File: src/hw/mcs_pkg.sv
package mcs_pkg;

	localparam int num_cores         = 4;
	localparam int parcel_w          = 16;
	localparam int parcels_per_frame = 4;   // Load time of one instruction frame
	localparam int reg_w             = 8;
	localparam int addr_w            = 4;
	localparam int frame_cnt_w       = 4;
	localparam int word_w            = 64;

	localparam int load_cnt_w = $clog2(parcels_per_frame);
	localparam int op_w       = 4;
	localparam int fence_w    = 2;

	localparam int ctrl_used_w = frame_cnt_w + 2 * num_cores + 1 + addr_w + fence_w
		+ num_cores * reg_w;
	localparam int ctrl_pad_w  = word_w - ctrl_used_w;

	typedef enum logic [fence_w-1:0] {
		fence_no  = 2'd0,
		fence_acq = 2'd1,   // Later tasks wait for this one
		fence_rel = 2'd2    // This task waits for earlier ones
	} fence_t;

	// Parcel layout: opcode in the top nibble, 8-bit immediate below it,
	// low nibble spare
	typedef enum logic [op_w-1:0] {
		op_nop = 4'd0,
		op_add = 4'd1,
		op_sub = 4'd2,
		op_xor = 4'd3,
		op_shl = 4'd4
	} opcode_t;

	typedef struct packed {
		logic [ctrl_pad_w-1:0]              pad;
		logic [num_cores-1:0][reg_w-1:0]    init_r0;        // Core 0 in the low byte
		fence_t                             fence;
		logic [addr_w-1:0]                  stop_addr;
		logic                               stop;
		logic [num_cores-1:0]               init_r0_vect;
		logic [num_cores-1:0]               core_active;
		logic [frame_cnt_w-1:0]             insn_frame_num; // Low bits of the word
	} ctrl_frame_t;

	typedef logic [parcels_per_frame-1:0][parcel_w-1:0] insn_frame_t;

	// Meaning depends on the scheduler's frame count
	typedef union packed {
		ctrl_frame_t ctrl;
		insn_frame_t insn;
	} task_word_u;

endpackage
File: src/hw/core_if.sv
interface core_if;
	import mcs_pkg::*;

	logic [num_cores-1:0]            start;
	logic [load_cnt_w-1:0]           load_cnt;
	logic [parcel_w-1:0]             insn_data;
	logic [num_cores-1:0]            init_r0_vect;   // One-cycle load strobe
	logic [num_cores-1:0][reg_w-1:0] init_r0;
	logic [num_cores-1:0]            ready;          // Each core drives its own bit

	modport sched (
		output start,
		output load_cnt,
		output insn_data,
		output init_r0_vect,
		output init_r0,
		input  ready
	);

	modport core (
		input  start,
		input  load_cnt,
		input  insn_data,
		input  init_r0_vect,
		input  init_r0,
		output ready
	);

endinterface

File: src/hw/mcs_top.sv
module mcs_top #(
	parameter int tm_depth     = 16,
	parameter int frame_period = 64
) (
	input  logic                                          clk,
	input  logic                                          reset,
	input  logic                                          tm_we,
	input  logic [mcs_pkg::addr_w-1:0]                    tm_addr,
	input  logic [mcs_pkg::word_w-1:0]                    tm_wdata,
	output logic [mcs_pkg::num_cores*mcs_pkg::reg_w-1:0] core_r0,
	output logic [mcs_pkg::num_cores*mcs_pkg::reg_w-1:0] snapshot,
	output logic                                          snapshot_valid
);
	import mcs_pkg::*;

	logic [addr_w-1:0] task_ptr;
	task_word_u        task_word;
	logic              disp_req;
	logic              disp_done;

	core_if cif ();

	task_memory #(
		.tm_depth(tm_depth)
	) i_task_memory (
		.clk   (clk),
		.we    (tm_we),
		.waddr (tm_addr),
		.wdata (tm_wdata),
		.raddr (task_ptr),
		.rdata (task_word)
	);

	task_scheduler i_task_scheduler (
		.clk       (clk),
		.reset     (reset),
		.task_ptr  (task_ptr),
		.task_word (task_word),
		.cores     (cif.sched),
		.disp_req  (disp_req),
		.disp_done (disp_done)
	);

	for (genvar i = 0; i < num_cores; i++) begin : g_core
		compute_core #(
			.core_index(i)
		) i_compute_core (
			.clk   (clk),
			.reset (reset),
			.cif   (cif.core),
			.r0    (core_r0[i*reg_w +: reg_w])
		);
	end

	frame_sync #(
		.frame_period(frame_period)
	) i_frame_sync (
		.clk            (clk),
		.reset          (reset),
		.disp_req       (disp_req),
		.disp_done      (disp_done),
		.core_r0        (core_r0),
		.snapshot       (snapshot),
		.snapshot_valid (snapshot_valid)
	);

endmodule

File: src/hw/frame_sync.sv
module frame_sync #(
	parameter int frame_period = 64
) (
	input  logic                                               clk,
	input  logic                                               reset,
	input  logic                                               disp_req,
	output logic                                               disp_done,
	input  logic [mcs_pkg::num_cores-1:0][mcs_pkg::reg_w-1:0] core_r0,
	output logic [mcs_pkg::num_cores-1:0][mcs_pkg::reg_w-1:0] snapshot,
	output logic                                               snapshot_valid
);
	import mcs_pkg::*;

	localparam int div_w    = $clog2(frame_period);
	localparam int scan_len = 8;
	localparam int scan_w   = $clog2(scan_len);

	logic [div_w-1:0]  div_cnt;
	logic              boundary;
	logic              capture;
	logic              scan_busy;
	logic [scan_w-1:0] scan_cnt;

	assign boundary = div_cnt == div_w'(frame_period - 1);
	assign capture  = boundary && disp_req && !scan_busy;

	always_ff @(posedge clk) begin
		if (reset) begin
			div_cnt <= '0;
		end else begin
			div_cnt <= boundary ? '0 : div_cnt + 1'b1;
		end
	end

	always_ff @(posedge clk) begin
		if (capture) begin
			snapshot <= core_r0;
		end
	end

	always_ff @(posedge clk) begin
		if (reset) begin
			snapshot_valid <= 1'b0;
			scan_busy      <= 1'b0;
			scan_cnt       <= '0;
			disp_done      <= 1'b0;
		end else begin
			snapshot_valid <= capture;
			disp_done      <= 1'b0;
			if (capture) begin
				scan_busy <= 1'b1;
				scan_cnt  <= '0;
			end else if (scan_busy) begin
				scan_cnt <= scan_cnt + 1'b1;
				if (scan_cnt == scan_w'(scan_len - 1)) begin
					scan_busy <= 1'b0;
					disp_done <= 1'b1;   // Scanout finished
				end
			end
		end
	end

endmodule

File: src/hw/compute_core.sv
module compute_core #(
	parameter int core_index = 0
) (
	input  logic                      clk,
	input  logic                      reset,
	core_if.core                      cif,
	output logic [mcs_pkg::reg_w-1:0] r0
);
	import mcs_pkg::*;

	insn_frame_t           parcels;
	logic                  ready_q;
	logic [load_cnt_w-1:0] exec_cnt;
	logic                  take;
	logic                  take_last;
	logic [parcel_w-1:0]   cur;
	opcode_t               op;
	logic [reg_w-1:0]      imm;
	logic [reg_w-1:0]      r0_next;

	assign take      = cif.start[core_index];
	assign take_last = take && (cif.load_cnt == load_cnt_w'(parcels_per_frame - 1));

	always_ff @(posedge clk) begin
		if (take) begin
			parcels[cif.load_cnt] <= cif.insn_data;
		end
	end

	assign cur = parcels[exec_cnt];
	assign op  = opcode_t'(cur[parcel_w-1 -: op_w]);
	assign imm = cur[parcel_w-op_w-1 -: reg_w];

	always_comb begin
		case (op)
			op_add:  r0_next = r0 + imm;
			op_sub:  r0_next = r0 - imm;
			op_xor:  r0_next = r0 ^ imm;
			op_shl:  r0_next = r0 << imm[2:0];
			default: r0_next = r0;   // nop and spare codes
		endcase
	end

	// Ready drops once the frame is complete and returns after 4 steps
	always_ff @(posedge clk) begin
		if (reset) begin
			ready_q  <= 1'b1;
			exec_cnt <= '0;
		end else if (take_last) begin
			ready_q  <= 1'b0;
			exec_cnt <= '0;
		end else if (!ready_q) begin
			exec_cnt <= exec_cnt + 1'b1;
			if (exec_cnt == load_cnt_w'(parcels_per_frame - 1)) begin
				ready_q <= 1'b1;
			end
		end
	end

	always_ff @(posedge clk) begin
		if (reset) begin
			r0 <= '0;
		end else if (cif.init_r0_vect[core_index]) begin
			r0 <= cif.init_r0[core_index];
		end else if (!ready_q) begin
			r0 <= r0_next;
		end
	end

	assign cif.ready[core_index] = ready_q;

endmodule

File: src/hw/task_scheduler.sv
module task_scheduler (
	input  logic                       clk,
	input  logic                       reset,
	output logic [mcs_pkg::addr_w-1:0] task_ptr,
	input  mcs_pkg::task_word_u        task_word,
	core_if.sched                      cores,
	output logic                       disp_req,
	input  logic                       disp_done
);
	import mcs_pkg::*;

	ctrl_frame_t ctrl;
	insn_frame_t insn;

	logic [frame_cnt_w-1:0] frame_cnt;   // Instruction frames still to stream
	logic [num_cores-1:0]   active;
	fence_t                 fence;       // Fence of the last accepted task
	logic                   stop_r;
	logic [addr_w-1:0]      stop_addr_r;
	logic [load_cnt_w-1:0]  load_cnt;

	logic [num_cores-1:0] busy;
	logic all_idle;
	logic new_idle;
	logic need_all;
	logic ctrl_accept;
	logic streaming;
	logic last_parcel;
	logic disp_raise;
	logic stop_now;

	assign ctrl = task_word.ctrl;
	assign insn = task_word.insn;

	assign busy     = ~cores.ready;
	assign all_idle = busy == '0;
	assign new_idle = (busy & ctrl.core_active) == '0;
	assign need_all = (fence == fence_acq) || (ctrl.fence == fence_rel);

	// A pending stop blocks new control frames until the display is done
	assign ctrl_accept = (frame_cnt == '0) && !stop_r
		&& (all_idle || (!need_all && new_idle));

	assign streaming   = (frame_cnt != '0) && ((busy & active) == '0);
	assign last_parcel = streaming && (load_cnt == load_cnt_w'(parcels_per_frame - 1));
	assign disp_raise  = (frame_cnt == '0) && stop_r && all_idle && !disp_req;
	assign stop_now    = ctrl.stop && (ctrl.insn_frame_num == '0);

	assign cores.start     = streaming ? active : '0;
	assign cores.load_cnt  = load_cnt;
	assign cores.insn_data = insn[load_cnt];

	always_ff @(posedge clk) begin
		if (reset) begin
			frame_cnt <= '0;
		end else if (ctrl_accept) begin
			frame_cnt <= ctrl.insn_frame_num;
		end else if (last_parcel) begin
			frame_cnt <= frame_cnt - 1'b1;
		end
	end

	always_ff @(posedge clk) begin
		if (reset) begin
			active <= '0;
			fence  <= fence_no;
		end else if (ctrl_accept) begin
			active <= ctrl.core_active;
			fence  <= ctrl.fence;
		end
	end

	always_ff @(posedge clk) begin
		if (reset) begin
			load_cnt <= '0;
		end else if (last_parcel) begin
			load_cnt <= '0;
		end else if (streaming) begin
			load_cnt <= load_cnt + 1'b1;
		end
	end

	always_ff @(posedge clk) begin
		if (reset) begin
			task_ptr <= '0;
		end else if (ctrl_accept) begin
			task_ptr <= stop_now ? ctrl.stop_addr : task_ptr + 1'b1;
		end else if (last_parcel) begin
			task_ptr <= task_ptr + 1'b1;
		end else if (disp_req && disp_done) begin
			task_ptr <= stop_addr_r;   // Restart after the display
		end
	end

	// Stop that follows instruction frames goes through the display block
	always_ff @(posedge clk) begin
		if (reset) begin
			stop_r <= 1'b0;
		end else if (ctrl_accept) begin
			stop_r <= ctrl.stop && (ctrl.insn_frame_num != '0);
		end else if (disp_req && disp_done) begin
			stop_r <= 1'b0;
		end
	end

	always_ff @(posedge clk) begin
		if (ctrl_accept) begin
			stop_addr_r <= ctrl.stop_addr;
		end
	end

	always_ff @(posedge clk) begin
		if (reset) begin
			disp_req <= 1'b0;
		end else if (disp_raise) begin
			disp_req <= 1'b1;
		end else if (disp_done) begin
			disp_req <= 1'b0;
		end
	end

	always_ff @(posedge clk) begin
		if (reset) begin
			cores.init_r0_vect <= '0;
		end else begin
			cores.init_r0_vect <= ctrl_accept ? ctrl.init_r0_vect : '0;
		end
	end

	always_ff @(posedge clk) begin
		if (ctrl_accept) begin
			cores.init_r0 <= ctrl.init_r0;
		end
	end

endmodule

File: src/hw/task_memory.sv
module task_memory #(
	parameter int tm_depth = 16
) (
	input  logic                      clk,
	input  logic                      we,
	input  logic [mcs_pkg::addr_w-1:0] waddr,
	input  mcs_pkg::task_word_u        wdata,
	input  logic [mcs_pkg::addr_w-1:0] raddr,
	output mcs_pkg::task_word_u        rdata
);
	import mcs_pkg::*;

	task_word_u mem [tm_depth];

	always_ff @(posedge clk) begin
		if (we) begin
			mem[waddr] <= wdata;
		end
	end

	// Scheduler sees the word at its pointer in the same cycle
	assign rdata = mem[raddr];

endmodule

File: config.mk
export PLATFORM = sky130hd
export DESIGN_NAME = mcs_top
export DESIGN_NICKNAME = d
export VERILOG_FILES = /design/src/hw/mcs_pkg.sv /design/src/hw/core_if.sv /design/src/hw/mcs_top.sv /design/src/hw/frame_sync.sv /design/src/hw/compute_core.sv /design/src/hw/task_scheduler.sv /design/src/hw/task_memory.sv
export SDC_FILE = /design/constraint.sdc
export NUM_CORES = 1
export LEC_CHECK = 0
export ABC_AREA = 0
export CELL_PAD_IN_SITES_DETAIL_PLACEMENT = 1
export CELL_PAD_IN_SITES_GLOBAL_PLACEMENT = 2
export CORE_MARGIN = 2
export CORE_UTILIZATION = 50
export DETAILED_ROUTE_END_ITERATION = 8
export DONT_BUFFER_PORTS = 1
export PLACE_DENSITY_LB_ADDON = 0.1
export SYNTH_ARGS = -nofsm -noshare
export SYNTH_HDL_FRONTEND = slang
export SYNTH_SLANG_ARGS = --single-unit
File: constraint.sdc
create_clock -name clk -period 7.43 [get_ports clk]
set_input_delay 0 -clock clk [delete_from_list [all_inputs] [get_ports clk]]
set_output_delay 0 -clock clk [all_outputs]
set_load 0.05 [all_outputs]
[Word-level counts from Yosys, hierarchy flattened]
Memories as Yosys holds them, arrays and structs flattened. A register that Yosys moved wholly into a read port is not among the register bits.
Cells that the tools add are included.
Storage, ports and cells
  bits in read-only memories: 0
  output and inout port bits: 65
  register bits: 402
  word-level logic and storage cells: 227
  input port bits: 71
  latch bits: 0
  memories: 1
  RAM bits: 1024
Operators by class
  divide/modulo/power cells: 0
  bitwise logic cells: 9
  mux-type cells: 59
  reduce and logical (&&, ||, !) cells: 52
  $lt $le $gt $ge: 6
  equality and inequality tests: 29
  multiply operators: 0
  shift-type cells: 4
  add/subtract/negate cells: 17
Memories
  i_task_memory.mem: depth 16, width 64, read ports 1, clocked after memory_dff 1, write ports 1, RTL line task_memory.sv:13  | task_word_u mem [tm_depth];
Operator list (number)
  $bwmux W64: 4
  $bmux W16 S2: 5
  $pmux W8 S4: 4
  $mux W16: 6
  $mux W8: 8
  $mux W4: 9
  $add A8 B8 Y8: 4
  $demux W16 S2: 1
  $eq A4 B2 Y1 const B: 8
  $shl A8 B3 Y8: 4
  $sub A8 B8 Y8: 4
  $xor A8 B8 Y8: 4
  $mux W1: 22
  $logic_not A4 Y1: 5
  $reduce_bool A5 Y1: 4
  $logic_and A1 B1 Y1: 18
  $eq A4 B1 Y1 const B: 4
  $eq A4 B3 Y1 const B: 4
  $reduce_or A2 Y1: 8
  $lt A2 B3 Y1 const B: 5
  $eq A2 B2 Y1 const B: 6
  $add A2 B1 Y2 const B: 5
  $and A4 B4 Y4: 2
  $ne A2 B2 Y1 const B: 4
  17 further kinds: 28

[Longest topological paths before layout]
  depth in word-level cells: 9
  gate-level depth with buffers: 17
  gate-level depth less buffers: 14

[Least setup slack after synthesis]
OpenSTA, ideal clock, no wires.
  kind: input port to flip-flop
  from: input port tm_addr[2] (netlist bit)
  to: memory i_task_memory.mem[0][0] (netlist bit), enable pin
  path buffers: 0
  path slack: 2.071 ns
  arrival time: 4.796 ns
  cell stages on the path: 2
  required time: 6.868 ns
  cell sequence: or3b_2 > nor3_1
RTL lines
  start, declared: RTL line mcs_top.sv:8  | input logic [mcs_pkg::addr_w-1:0] tm_addr,
  end, declared: RTL line task_memory.sv:13
Straight into the memory's write port.

==> out/qor.csv <==
stage;metric;value;unit
clock_tree;Clock Pin Slew Worst Setup and Hold Paths;0.06;ns
worst_setup_path;critical path launch point type;flop;
clock_tree;TritonCTS clock tree;done;
worst_setup_path;FF-to-FF path depth;10;
floorplan;die area;111000;um^2
layout;commonest non-fill, non-tap cell in the layout;edfxtp_1;
clock_tree;H-Tree Depth;4;
clock_tree;CTS Buf Count;143;
layout;# nets final;2974;
timing;RSZ-0062 raised after global routing;no;
timing;Fin Setup TNS;0;ns
synth;Simple-Gate Fraction of Synth Area;3.35;%
synth;XOR/XNOR Fraction of Synth Area;1.11;%
synth;Synth Register Bits;1350;
synth;Post-Synthesis Cells;2714;
timing;worst slew pin tran;1.24;ns
synth;mux cell area share after synthesis;16.4;%
placement;worst slack at placement;2.75;ns
floorplan;Die W;334;um
grt;vias in the first global route;29200;
routing;via count;27100;
synth;Synth Area in Adders;1.30;%
layout;share of layout cells above drive strength 1;22.0;%
pwr;VDD IR max;243;uV
timing;Fmax achieved;0.217;GHz
placement;IO buf count;0;
synth;post-synthesis sequential area ratio;73.0;%
job;total of max-cap violations;0;
floorplan;Die H;334;um
routing;drt total wl;134000;um
layout;Syn-to-layout area delta;12.8;%
layout;register area;39700;um^2
pwr;leakage power;19.4;nW
synth;Yosys cell types;79;
timing;Hold WS;0.0495;ns
synth;compound-cell area share of the yosys netlist;3.29;%
clock_tree;CTS sink cnt;1350;
timing;endpoints failing setup;0;
worst_setup_path;crit path to;i_task_scheduler.cores.init_r0[20];
routing;average vias per placed instance;6.19;
synth;number of flops mapped to enable cells by yosys;1268;
clock_tree;CTS max path bufs;3;
grt;largest net degree at the start of global routing;130;
routing;DRC Markers;0;
floorplan;# rows;121;
worst_setup_path;Setup Crit Path Kind;reg2reg;
layout;Multi-input gate area;14000;um^2
clock_tree;Post-CTS Setup Repair Bufs;0;
layout;fill cell count;9299;
pwr;pwr/cell area;362;nW/um^2
synth;Avg Cell Area, Syn;20.1;um^2
layout;most frequent cells in the layout;edfxtp_1, mux4_2, clkbuf_16, nor2_1, dfxtp_1;
timing;Tmin final;4.61;ns
timing;final hold violations;0;
grt;GRT Overall Usage;24.5;%
outcome;status;finished clean;
synth;largest family of logic cells by synthesized area;multiplexers;
worst_setup_path;WP data arrival;5.06;ns
placement;detailed placer's ending HPWL;78100;um
routing;Detail Route Antenna Nets;0;
clock_tree;CTS root buffer;clkbuf_16;
floorplan;CORE AREA;108000;um^2
placement;GPL Wtd Cong;0.805;
grt;initial antenna violation count;17;
timing;Slew Viols, Final;0;
worst_setup_path;CP Capture Type;flop;
routing;DRT iter0 DRCs;2441;
synth;ys async rst share;0;%
grt;first-pass GRT wire length;199000;um
synth;Synth Flop Type;edfxtp_1;
synth;syn nets;2839;
floorplan;Ports;136;
routing;Initial DRT Pass Iterations;5;
timing;setup ws final;2.82;ns
worst_setup_path;worst-path fanout max;47;
synth;Netlist Area Pre-Place;54400;um^2
worst_hold_path;hold crit path type;in2reg;
worst_setup_path;Worst EP required;7.88;ns
clock_tree;hold buffers post-CTS;72;
timing;final period utilization;62.1;%
synth;Syn. warnings;0;
floorplan;Initial Util;50.2;%
routing;Avg WL per Cell;30.7;um
clock_tree;Clk Latency, worst-skew pair;0.75;ns
grt;grt ovf;0;
clock_tree;PostCTS Resize Cnt;0;
timing;Slew HR;16.5;%
worst_setup_path;Reg2Reg Setup Slack;2.82;ns
timing;Setup Skew;0.0286;ns
worst_setup_path;Reg-to-Reg End;i_task_scheduler.cores.init_r0[20];
worst max-delay path, cell delays in order, from the launching register on:
cell      delay [ns]
dfxtp_4         0.66
buf_4           0.87
mux4_2          0.37
mux2i_1         0.07
mux2_2          0.35
o221a_2         0.27
and4_1          0.29
nor2_1          0.12
buf_4           0.24
clkinv_1        0.54
buf_4           0.45
logic make-up after synthesis:
group / Yosys count
flops: 1350
mux: 440
simple gates: 354
compound gates: 261
buf+inv: 186
xor+xnor: 69
fa+ha+maj: 54
flip-flops by register name (all words and copies together), names as in the netlist, 2 cells and up, named ones only:
name	count
i_task_scheduler.active	4
g_core.i_compute_core.ready_q	4
i_task_scheduler.frame_cnt	4
i_task_scheduler.cores.init_r0_vect	4
i_task_scheduler.task_ptr	4
g_core.i_compute_core.exec_cnt	8
i_frame_sync.scan_cnt	3
i_task_scheduler.cores.load_cnt	2
g_core.i_compute_core.r0	32
i_frame_sync.div_cnt	6
i_task_scheduler.stop_addr_r	4
i_task_memory.mem	1008
i_task_scheduler.cores.init_r0	32
i_task_scheduler.fence	2
g_core.i_compute_core.parcels	192
i_frame_sync.snapshot	32
synth_stat cells, types with 5 or more instances:
library cell | number | share of area (%)
nor4_1 | 7 | 0.080
ha_1 | 50 | 1.1
or3_1 | 11 | 0.13
edfxtp_1 | 1268 | 70
nor3_1 | 42 | 0.39
buf_4 | 9 | 0.12
a22oi_1 | 17 | 0.23
buf_2 | 35 | 0.32
a31oi_1 | 10 | 0.11
o31a_1 | 5 | 0.080
nor4b_1 | 5 | 0.080
o221ai_1 | 10 | 0.16
mux2_2 | 5 | 0.10
a21oi_1 | 49 | 0.45
a211oi_1 | 16 | 0.22
o21a_1 | 5 | 0.069
o21ai_0 | 59 | 0.54
dfxtp_1 | 82 | 3.0
nand3_1 | 25 | 0.23
nand4_1 | 8 | 0.092
and3_1 | 16 | 0.18
nor3b_1 | 10 | 0.14
clkbuf_1 | 66 | 0.46
nor2b_1 | 13 | 0.15
buf_6 | 10 | 0.21
xor2_1 | 25 | 0.40
o41ai_1 | 5 | 0.080
a32oi_1 | 5 | 0.080
o21bai_1 | 5 | 0.069
nand2b_1 | 11 | 0.13
a221oi_1 | 8 | 0.13
o31ai_1 | 8 | 0.11
nand3b_1 | 6 | 0.083
a21o_1 | 5 | 0.069
and2_1 | 9 | 0.10
inv_1 | 52 | 0.36
mux2i_1 | 74 | 1.4
xnor2_1 | 44 | 0.71
buf_1 | 12 | 0.083
nor2_1 | 106 | 0.73
o22ai_1 | 6 | 0.069
mux4_2 | 361 | 15
nand2_1 | 64 | 0.44
power breakdown:
| part | total, mW | internal, mW | switching (mW) |
|---|---|---|---|
| Combinational | 5.29 | 2.21 | 3.08 |
| Sequential | 10.0 | 9.29 | 0.712 |
| Clock | 6.91 | 4.01 | 2.90 |
worst min-delay path by stage:
stage	start	end	slack, ns	depth (start not counted)
global route	tm_addr[1]	i_task_memory.mem[2][19]	0.07	2
global placement	reset	g_core[3].i_compute_core.r0[1]	0.08	1
detailed placement	reset	g_core[3].i_compute_core.r0[1]	0.09	1
floorplan	tm_wdata[0]	i_task_memory.mem[0][0]	0.1	0
CTS	tm_addr[1]	i_task_memory.mem[2][21]	0.02	2
finish	tm_addr[1]	i_task_memory.mem[2][60]	0.05	2
metrics by stage:
| step | std cells | area [um^2] | util [%] | power, mW |
|---|---|---|---|---|
| global route | 4377 | 61400 | 56.6 | 23.1 |
| detailed placement | 4046 | 56100 | 51.7 | 15.4 |
| finish | 4379 | 61400 | 56.6 | 22.2 |
| global placement | 4046 | 56100 | 51.7 | 15.3 |
| CTS | 4376 | 61400 | 56.6 | 22.4 |
| floorplan | 2714 | 54400 | - | 13.6 |
layout make-up:
cell class,count,area share (%)
Inverter,54,0.334
Clock buffer,183,6.24
Clock inverter,75,1.18
Antenna cell,3,0.0122
Multi-Input combinational cell,1178,22.8
Timing Repair Buffer,122,1.88
Sequential cell,1350,64.7
Tap cell,1414,2.88
layer usage:
metal,part of all wire (%),vias to the layer above,track usage (%)
met3,5.2,214,3.55
met1,42,14600,33.8
met5,0.060,-,0
met4,2.2,10,7.01
li1,-,11600,-
met2,51,799,41.2
(Power assumes the default switching activity.)
